--- config.mk ---
export PLATFORM = sky130hd
export DESIGN_NAME = axil_demux_top
export DESIGN_NICKNAME = d
export VERILOG_FILES = /design/src/axil_pkg.sv /design/src/demux_pkg.sv /design/src/select_fifo.sv /design/src/write_path.sv /design/src/read_path.sv /design/src/axil_demux_top.sv
export VERILOG_INCLUDE_DIRS = /design/src /design/src/src
export SDC_FILE = /design/constraint.sdc
export NUM_CORES = 1
export LEC_CHECK = 0
export BUFFER_PORTS_ARGS = -buffer_cell sky130_fd_sc_hd__buf_2
export CAP_MARGIN = 5
export CORE_AREA = 4 4 299 301
export DETAILED_ROUTE_END_ITERATION = 12
export DIE_AREA = 0 0 303 305
export PLACE_DENSITY = 0.3
export SLEW_MARGIN = 20
export SYNTH_ARGS = -nofsm -noshare
export SYNTH_HDL_FRONTEND = slang
export SYNTH_SLANG_ARGS = --single-unit
--- constraint.sdc ---
create_clock -name clk_i -period 3.7 [get_ports clk_i]
set_clock_uncertainty 0.15 [all_clocks]
set_input_delay 0.37 -clock clk_i [delete_from_list [all_inputs] [get_ports clk_i]]
set_output_delay 0.37 -clock clk_i [all_outputs]
set_load 0.1 [all_outputs]
--- src/axil_demux_defines.svh ---
// ----------------------------------------------------------------------
// AXI4-Lite demultiplexer parameters
// bus widths, target port count and outstanding transaction depth
// ----------------------------------------------------------------------

`ifndef AXIL_DEMUX_DEFINES_SVH
`define AXIL_DEMUX_DEFINES_SVH

// bus widths
`define AXIL_ADDR_WIDTH 32
`define AXIL_DATA_WIDTH 32

// routing, at least two target ports
`define DEMUX_NUM_PORTS 4
`define DEMUX_SEL_WIDTH 2

// default depth of each select FIFO
`define DEMUX_MAX_TRANS 4

`endif

--- src/axil_pkg.sv ---
// ----------------------------------------------------------------------
// AXI4-Lite bus types
// channel payloads, response code and request/response bundles
// ----------------------------------------------------------------------

`include "axil_demux_defines.svh"

package axil_pkg;

  typedef logic [`AXIL_ADDR_WIDTH-1:0]   addr_t;
  typedef logic [`AXIL_DATA_WIDTH-1:0]   data_t;
  typedef logic [`AXIL_DATA_WIDTH/8-1:0] strb_t;

  typedef enum logic [1:0] {
    RESP_OKAY   = 2'b00,
    RESP_EXOKAY = 2'b01,
    RESP_SLVERR = 2'b10,
    RESP_DECERR = 2'b11
  } resp_e;

  // ----------------------------------------------------------------------
  // channel payloads
  // ----------------------------------------------------------------------
  typedef struct packed {
    addr_t      addr;
    logic [2:0] prot;
  } aw_chan_t;

  typedef struct packed {
    data_t data;
    strb_t strb;
  } w_chan_t;

  typedef struct packed {
    resp_e resp;
  } b_chan_t;

  typedef struct packed {
    addr_t      addr;
    logic [2:0] prot;
  } ar_chan_t;

  typedef struct packed {
    data_t data;
    resp_e resp;
  } r_chan_t;

  // ----------------------------------------------------------------------
  // manager to target and target to manager bundles
  // ----------------------------------------------------------------------
  typedef struct packed {
    aw_chan_t aw;
    logic     aw_valid;
    w_chan_t  w;
    logic     w_valid;
    logic     b_ready;
    ar_chan_t ar;
    logic     ar_valid;
    logic     r_ready;
  } axil_req_t;

  typedef struct packed {
    logic    aw_ready;
    logic    w_ready;
    b_chan_t b;
    logic    b_valid;
    logic    ar_ready;
    r_chan_t r;
    logic    r_valid;
  } axil_rsp_t;

endpackage

--- src/demux_pkg.sv ---
// ----------------------------------------------------------------------
// demultiplexer routing types
// target port index and AW lock state
// ----------------------------------------------------------------------

`include "axil_demux_defines.svh"

package demux_pkg;

  // index of one downstream target port
  typedef logic [`DEMUX_SEL_WIDTH-1:0] port_sel_t;

  // AW_LOCKED holds a request whose select already sits in the W FIFO
  typedef enum logic {
    AW_IDLE   = 1'b0,
    AW_LOCKED = 1'b1
  } aw_state_e;

endpackage

--- src/select_fifo.sv ---
// ----------------------------------------------------------------------
// select FIFO
// keeps the target port of every outstanding transaction in order
// ----------------------------------------------------------------------

`timescale 1ns/1ps

`include "axil_demux_defines.svh"

module select_fifo #(
  parameter int unsigned DEPTH = `DEMUX_MAX_TRANS
) (
  input  logic                 clk_i,
  input  logic                 reset_i,
  input  logic                 push_i,
  input  demux_pkg::port_sel_t sel_i,
  input  logic                 pop_i,
  output demux_pkg::port_sel_t sel_o,
  output logic                 full_o,
  output logic                 empty_o
);

  import demux_pkg::*;

  localparam int unsigned PTR_WIDTH = $clog2(DEPTH);
  localparam int unsigned CNT_WIDTH = $clog2(DEPTH + 1);

  typedef logic [PTR_WIDTH-1:0] ptr_t;

  port_sel_t            mem [DEPTH];
  ptr_t                 rd_ptr_q;
  ptr_t                 wr_ptr_q;
  logic [CNT_WIDTH-1:0] count_q;
  logic                 do_push;
  logic                 do_pop;

  // wrap explicitly so depths other than powers of two work
  function automatic ptr_t next_ptr(ptr_t ptr);
    ptr_t nxt;
    if (ptr == ptr_t'(DEPTH - 1)) begin
      nxt = '0;
    end else begin
      nxt = ptr + 1'b1;
    end
    return nxt;
  endfunction

  assign full_o  = (count_q == CNT_WIDTH'(DEPTH));
  assign empty_o = (count_q == '0);
  assign sel_o   = mem[rd_ptr_q];

  // a full FIFO still takes a push when the head leaves in the same cycle
  assign do_pop  = pop_i & ~empty_o;
  assign do_push = push_i & (~full_o | do_pop);

  always_ff @(posedge clk_i) begin
    if (do_push) begin
      mem[wr_ptr_q] <= sel_i;
    end
  end

  always_ff @(posedge clk_i) begin
    if (reset_i) begin
      rd_ptr_q <= '0;
      wr_ptr_q <= '0;
      count_q  <= '0;
    end else begin
      if (do_push) begin
        wr_ptr_q <= next_ptr(wr_ptr_q);
      end
      if (do_pop) begin
        rd_ptr_q <= next_ptr(rd_ptr_q);
      end
      case ({do_push, do_pop})
        2'b10:   count_q <= count_q + 1'b1;
        2'b01:   count_q <= count_q - 1'b1;
        default: count_q <= count_q;
      endcase
    end
  end

endmodule

--- src/write_path.sv ---
// ----------------------------------------------------------------------
// demultiplexer write path
// routes AW by its select, steers W by the W FIFO head and returns
// B responses in request order through the B FIFO
// ----------------------------------------------------------------------

`timescale 1ns/1ps

`include "axil_demux_defines.svh"

module write_path (
  input  logic                                         clk_i,
  input  logic                                         reset_i,
  input  axil_pkg::axil_req_t                          slv_req_i,
  input  demux_pkg::port_sel_t                         aw_sel_i,
  output axil_pkg::axil_rsp_t                          slv_rsp_o,
  output axil_pkg::axil_req_t [`DEMUX_NUM_PORTS-1:0] mst_reqs_o,
  input  axil_pkg::axil_rsp_t [`DEMUX_NUM_PORTS-1:0] mst_rsps_i
);

  import axil_pkg::*;
  import demux_pkg::*;

  aw_state_e                   aw_state_q;
  aw_state_e                   aw_state_d;
  logic [`DEMUX_NUM_PORTS-1:0] aw_valids;
  logic                        aw_ready;
  logic                        w_fifo_push;
  logic                        w_fifo_full;
  logic                        w_fifo_empty;
  port_sel_t                   w_sel;
  logic                        w_open;
  logic                        w_ready;
  logic                        w_fifo_pop;
  logic                        b_fifo_full;
  logic                        b_fifo_empty;
  port_sel_t                   b_sel;
  logic                        b_valid;
  logic                        b_fifo_pop;

  // ----------------------------------------------------------------------
  // AW channel
  // ----------------------------------------------------------------------
  always_comb begin
    aw_state_d  = aw_state_q;
    aw_valids   = '0;
    aw_ready    = 1'b0;
    w_fifo_push = 1'b0;
    if (aw_state_q == AW_LOCKED) begin
      // select was pushed already, only wait for the target
      aw_valids[aw_sel_i] = 1'b1;
      if (mst_rsps_i[aw_sel_i].aw_ready) begin
        aw_ready   = 1'b1;
        aw_state_d = AW_IDLE;
      end
    end else if (slv_req_i.aw_valid && !w_fifo_full) begin
      w_fifo_push         = 1'b1;
      aw_valids[aw_sel_i] = 1'b1;
      if (mst_rsps_i[aw_sel_i].aw_ready) begin
        aw_ready = 1'b1;
      end else begin
        aw_state_d = AW_LOCKED;
      end
    end
  end

  always_ff @(posedge clk_i) begin
    if (reset_i) begin
      aw_state_q <= AW_IDLE;
    end else begin
      aw_state_q <= aw_state_d;
    end
  end

  select_fifo #(
    .DEPTH   (`DEMUX_MAX_TRANS)
  ) i_w_fifo (
    .clk_i   (clk_i),
    .reset_i (reset_i),
    .push_i  (w_fifo_push),
    .sel_i   (aw_sel_i),
    .pop_i   (w_fifo_pop),
    .sel_o   (w_sel),
    .full_o  (w_fifo_full),
    .empty_o (w_fifo_empty)
  );

  // ----------------------------------------------------------------------
  // W channel
  // ----------------------------------------------------------------------
  // room is needed in the B FIFO before a beat may leave
  assign w_open     = ~w_fifo_empty & ~b_fifo_full;
  assign w_ready    = w_open & mst_rsps_i[w_sel].w_ready;
  assign w_fifo_pop = slv_req_i.w_valid & w_ready;

  // the W FIFO head moves on to the B FIFO with the beat
  select_fifo #(
    .DEPTH   (`DEMUX_MAX_TRANS)
  ) i_b_fifo (
    .clk_i   (clk_i),
    .reset_i (reset_i),
    .push_i  (w_fifo_pop),
    .sel_i   (w_sel),
    .pop_i   (b_fifo_pop),
    .sel_o   (b_sel),
    .full_o  (b_fifo_full),
    .empty_o (b_fifo_empty)
  );

  // ----------------------------------------------------------------------
  // B channel and port outputs
  // ----------------------------------------------------------------------
  assign b_valid    = ~b_fifo_empty & mst_rsps_i[b_sel].b_valid;
  assign b_fifo_pop = b_valid & slv_req_i.b_ready;

  // read channel fields belong to the read path and stay zero here
  always_comb begin
    mst_reqs_o = '0;
    for (int unsigned i = 0; i < `DEMUX_NUM_PORTS; i++) begin
      mst_reqs_o[i].aw       = slv_req_i.aw;
      mst_reqs_o[i].aw_valid = aw_valids[i];
      mst_reqs_o[i].w        = slv_req_i.w;
      mst_reqs_o[i].w_valid  = w_open & slv_req_i.w_valid & (w_sel == port_sel_t'(i));
      mst_reqs_o[i].b_ready  = ~b_fifo_empty & slv_req_i.b_ready & (b_sel == port_sel_t'(i));
    end
  end

  always_comb begin
    slv_rsp_o          = '0;
    slv_rsp_o.aw_ready = aw_ready;
    slv_rsp_o.w_ready  = w_ready;
    slv_rsp_o.b_valid  = b_valid;
    if (!b_fifo_empty) begin
      slv_rsp_o.b = mst_rsps_i[b_sel].b;
    end
  end

endmodule

--- src/read_path.sv ---
// ----------------------------------------------------------------------
// demultiplexer read path
// routes AR by its select and returns R data in request order
// ----------------------------------------------------------------------

`timescale 1ns/1ps

`include "axil_demux_defines.svh"

module read_path (
  input  logic                                         clk_i,
  input  logic                                         reset_i,
  input  axil_pkg::axil_req_t                          slv_req_i,
  input  demux_pkg::port_sel_t                         ar_sel_i,
  output axil_pkg::axil_rsp_t                          slv_rsp_o,
  output axil_pkg::axil_req_t [`DEMUX_NUM_PORTS-1:0] mst_reqs_o,
  input  axil_pkg::axil_rsp_t [`DEMUX_NUM_PORTS-1:0] mst_rsps_i
);

  import axil_pkg::*;
  import demux_pkg::*;

  logic      ar_open;
  logic      ar_ready;
  logic      r_fifo_push;
  logic      r_fifo_pop;
  logic      r_fifo_full;
  logic      r_fifo_empty;
  port_sel_t r_sel;
  logic      r_valid;
  r_chan_t   r_chan;

  // ----------------------------------------------------------------------
  // AR channel
  // ----------------------------------------------------------------------
  // no request goes out without a free slot to remember its target
  assign ar_open     = ~r_fifo_full;
  assign ar_ready    = ar_open & mst_rsps_i[ar_sel_i].ar_ready;
  assign r_fifo_push = slv_req_i.ar_valid & ar_ready;

  select_fifo #(
    .DEPTH   (`DEMUX_MAX_TRANS)
  ) i_r_fifo (
    .clk_i   (clk_i),
    .reset_i (reset_i),
    .push_i  (r_fifo_push),
    .sel_i   (ar_sel_i),
    .pop_i   (r_fifo_pop),
    .sel_o   (r_sel),
    .full_o  (r_fifo_full),
    .empty_o (r_fifo_empty)
  );

  // ----------------------------------------------------------------------
  // R channel
  // ----------------------------------------------------------------------
  // only the oldest outstanding target may answer
  assign r_valid    = ~r_fifo_empty & mst_rsps_i[r_sel].r_valid;
  assign r_chan     = r_fifo_empty ? r_chan_t'('0) : mst_rsps_i[r_sel].r;
  assign r_fifo_pop = r_valid & slv_req_i.r_ready;

  // write channel fields belong to the write path and stay zero here
  always_comb begin
    mst_reqs_o = '0;
    for (int unsigned i = 0; i < `DEMUX_NUM_PORTS; i++) begin
      mst_reqs_o[i].ar       = slv_req_i.ar;
      mst_reqs_o[i].ar_valid = ar_open & slv_req_i.ar_valid & (ar_sel_i == port_sel_t'(i));
      mst_reqs_o[i].r_ready  = ~r_fifo_empty & slv_req_i.r_ready & (r_sel == port_sel_t'(i));
    end
  end

  always_comb begin
    slv_rsp_o          = '0;
    slv_rsp_o.ar_ready = ar_ready;
    slv_rsp_o.r        = r_chan;
    slv_rsp_o.r_valid  = r_valid;
  end

endmodule

--- src/axil_demux_top.sv ---
// ----------------------------------------------------------------------
// AXI4-Lite demultiplexer
// fans one manager port out to several targets, one write path and
// one read path
// ----------------------------------------------------------------------

`timescale 1ns/1ps

`include "axil_demux_defines.svh"

module axil_demux_top (
  input  logic                                         clk_i,
  input  logic                                         reset_i,
  input  axil_pkg::axil_req_t                          slv_req_i,
  input  demux_pkg::port_sel_t                         aw_sel_i,
  input  demux_pkg::port_sel_t                         ar_sel_i,
  output axil_pkg::axil_rsp_t                          slv_rsp_o,
  output axil_pkg::axil_req_t [`DEMUX_NUM_PORTS-1:0] mst_reqs_o,
  input  axil_pkg::axil_rsp_t [`DEMUX_NUM_PORTS-1:0] mst_rsps_i
);

  import axil_pkg::*;

  axil_rsp_t                         wr_rsp;
  axil_rsp_t                         rd_rsp;
  axil_req_t [`DEMUX_NUM_PORTS-1:0] wr_reqs;
  axil_req_t [`DEMUX_NUM_PORTS-1:0] rd_reqs;

  write_path i_write_path (
    .clk_i      (clk_i),
    .reset_i    (reset_i),
    .slv_req_i  (slv_req_i),
    .aw_sel_i   (aw_sel_i),
    .slv_rsp_o  (wr_rsp),
    .mst_reqs_o (wr_reqs),
    .mst_rsps_i (mst_rsps_i)
  );

  read_path i_read_path (
    .clk_i      (clk_i),
    .reset_i    (reset_i),
    .slv_req_i  (slv_req_i),
    .ar_sel_i   (ar_sel_i),
    .slv_rsp_o  (rd_rsp),
    .mst_reqs_o (rd_reqs),
    .mst_rsps_i (mst_rsps_i)
  );

  // ----------------------------------------------------------------------
  // merge the disjoint write and read fields
  // ----------------------------------------------------------------------
  assign slv_rsp_o = '{
    aw_ready: wr_rsp.aw_ready,
    w_ready:  wr_rsp.w_ready,
    b:        wr_rsp.b,
    b_valid:  wr_rsp.b_valid,
    ar_ready: rd_rsp.ar_ready,
    r:        rd_rsp.r,
    r_valid:  rd_rsp.r_valid
  };

  for (genvar i = 0; i < `DEMUX_NUM_PORTS; i++) begin : gen_mst_req
    assign mst_reqs_o[i] = '{
      aw:       wr_reqs[i].aw,
      aw_valid: wr_reqs[i].aw_valid,
      w:        wr_reqs[i].w,
      w_valid:  wr_reqs[i].w_valid,
      b_ready:  wr_reqs[i].b_ready,
      ar:       rd_reqs[i].ar,
      ar_valid: rd_reqs[i].ar_valid,
      r_ready:  rd_reqs[i].r_ready
    };
  end

endmodule

==> impl.org <==
** Logic synthesis
- Net count of the mapped netlist :: 1056
- Share of the synthesized area in the top cell type :: approximately 46%
- Fraction of synthesis flops using an asynchronous set or reset pin :: 0%
- Counting flops and latches in the post-synthesis netlist gives 52.
- Of the synthesized area, sequential elements account for a little under a fifth.
- Number of synthesis warnings :: 0
- In this run, synthesis inferred 24 flip-flops with an integrated enable.
- In the post-synthesis netlist, the biggest area contributors are buf_4, mux4_2, edfxtp_1.
- The synthesized design spends more area on one cell type than any other, namely buf_4.
- Flip-flop cell with the highest count after synthesis :: dfxtp_1
- Yosys cell types :: 36
- Each instance of the synthesized netlist takes up on average 9.36 sq um.
- After synthesis the cells add up to 7060 sq um.
- Most common library cells after synthesis :: buf_4, and2_1, mux4_2
- The most common cell in the synthesized netlist is buf_4.
- Mapped Cells :: 754

** Global route
- Maximum number of pins on one net before global-route repair :: 32
- Number of global-route vias before repair :: around 4400
- Global-route met1 utilization :: between 4 and 5%
- Total global routing track utilization :: 5.14%
- Remaining Overflow, GRT :: 0
- Number of antenna violations at the first check in global routing :: 6
- Most Crowded Layer GR :: met2
- Global-route track usage on met2 :: 7.45%
- For this run, global-route usage on met3 was measured as under 10%.
- First-pass GRT wire length :: 33.6 mm

** STA
- The total count of max-transition violations in the final report came to 0.
- Max Clock Freq :: approximately 290 MHz
- For the pin with the worst max-slew slack, the measured transition is 918 ps.
- In the final timing run, aggregate negative setup slack is 0 ps.
- The final hold violation count came to 0.
- Once routing completed, OpenROAD measured the worst setup slack at 220 ps.
- Finish-stage setup viols :: 0
- Worst slew margin relative to its limit :: 38.4%
- Dividing the final minimum period by the clock period gives 94.1%.
- Setup repair after global routing missed its margin :: false
- Final critical path time including I/O delays and setup :: between 3000 and 4000 ps

** Pwr
- The completed layout was analyzed and its total power is 3.19 mW.
- IR analysis of the VDD net gives a maximum drop of between 0.3 and 0.4 mV.
- Dividing total power by cell area gives a power density of 484 nW/um^2.
- For this design the static power due to leakage is roughly 2.5 nW.

** Placement
- In this run, placement finished with an instance count of 1705.
- Port buffer count :: 235
- Routability cong. :: 0.722
- Timing analysis after detailed placement gives a worst setup slack of 437 ps.
- Detailed placement ended at an HPWL of 22.8 mm.

** Routing
- For this block, the initial DRC count from the detailed router was 180.
- In this run the remaining antenna-violating nets after routing total 0.
- Routed WL :: 26.1 mm
- Routed wire length per instance :: 15.2 microns
- Drt via density :: 2.31
- Number of DRC violations after detailed routing :: 0
- Number of vias after detailed routing :: 3968
- First-pass iteration count of the detailed router :: 4

** Clock tree
- Counting along the longest clock path gives a buffer depth of 2.
- Maximum level of the CTS H-tree :: 2
- Worst-skew pair later-pin latency :: 290 ps
- Number of buffers created by CTS :: 5
- CTS tree :: built
- # hold bufs at CTS :: 0
- Clock-pin slew was measured on the worst setup and hold paths at 70 ps.
- In this run, post-CTS repair resized a total of 0 instances.
- CTS sink cnt :: 52
- The cell sitting at the root of the clock tree is a clkbuf_16.
- Buffers added to address setup during post-CTS repair amount to 0.

** Cells and area
- Area growth syn-to-layout :: -6.52%
- Final core utilization :: roughly 7.6%
- The layout has 10100 filler cells.
- The finished layout holds roughly 1700 standard cells, fillers aside.
- Final #Nets :: 859
- Fraction of layout cells with a size suffix above 1 :: between 50% and 60%

** Floorplanning
- Die height :: 305 microns
- The floorplan has ~110 rows.
- Pin placement for this block handled 766 I/O pins.
- For this configuration, the core starts out at a cell density of 8.15%.
- Die Outline Area :: 92400 sq um
- Die Span X :: roughly 300 microns
- Core footprint :: 86600 sq um

** Hold path
- Class of the tightest hold or removal check :: primary input to flop

** Critical path
- Highest fanout seen on the critical path :: 23
- STA classifies the critical path startpoint as a flop.
- Worst R2R Setup Slack :: 440 ps
- Req. time, crit path :: about 3200 ps
- The worst setup path is captured at an output pin.
- The setup path with the least slack is of type flop to output pin.
- STA puts the critical path data arrival time at 2960 ps.

** Job
- Max-cap check violation count :: 0

** Run status
- The run finished with clean final reports.
==> layer usage <==
metal	wire, microns	part of all wire [%]
met5	164	0.63
met4	1340	5.1
met3	5220	20
met2	10500	40
met1	8840	34
==> placed cells by master (no fill, tap or decap), types with 3 or more instances in the layout <==
cell type	Yosys	routed
ha_1	18	18
mux4_2	44	43
mux2_2	4	4
edfxtp_1	24	24
nor3_1	8	8
xor2_1	6	6
nor2b_1	7	7
and2_1	49	49
or3_1	4	3
inv_1	21	21
nor3b_1	3	3
nor2_1	31	31
buf_4	429	12
nand2_1	4	4
diode_2	0	3
buf_2	6	229
a21oi_1	7	7
o21ai_0	4	4
dfxtp_1	28	28
mux2i_1	17	17
nand2b_1	8	8
fa_1	3	3
clkbuf_16	0	5
==> where the power goes <==
part / switching, mW / internal [mW]
combinational: 1.50 / 0.511
clock: 0.215 / 0.252
sequential: 0.0493 / 0.667
total: 1.76 / 1.43
==> cells by family (layout without fill, tap and decap cells) <==
family	Yosys count	after routing	share of synthesized area, %
and+or+nand+nor	126	126	10.2
muxes	66	66	17.2
other	0	3	0
DFF	52	52	18.1
xor gates and xnor gates	6	6	0.744
adders and majority gates	21	21	4.04
AOI/OAI and AO/OA	16	16	1.47
buffers and inverters	467	271	48.2
==> metrics by stage <==
step	hold WS, ps	instance area, sq um
floorplan	312	7060
global placement	343	6440
detailed placement	342	6440
CTS	261	6590
global route	277	6590
finish	270	6600
==> critical path, stage by stage, from the launching register on <==
cell and delay (ps):
dfxtp_1 430, mux4_4 840, buf_12 240, buf_4 220, mux4_2 320, and2_1 130
buf_2 420
==> cell type report <==
type / instances / area, sq um / share of cell area (%)
sequential: 52 / 1280 / 19.4
multi-input combinational: 235 / 2380 / 36.1
inverter: 21 / 78.8 / 1.19
tap: 1155 / 1450 / 21.9
clock inverter: 3 / 23.8 / 0.360
timing repair buffer: 242 / 1260 / 19.0
antenna: 3 / 7.51 / 0.114
clock buffer: 5 / 125 / 1.90
==> worst paths after layout <==
kind	to	cells after the start	start
setup / recovery	slv_rsp_o[18]	6	flop
hold reg to reg	i_read_path.i_r_fifo.count_q[2]	2	i_read_path.i_r_fifo.count_q[2]
hold / removal	i_read_path.i_r_fifo.mem[1][1]	1	ar_sel_i[1]
setup reg to reg	i_read_path.i_r_fifo.count_q[2]	9	flop
(Power assumes the default switching activity.)
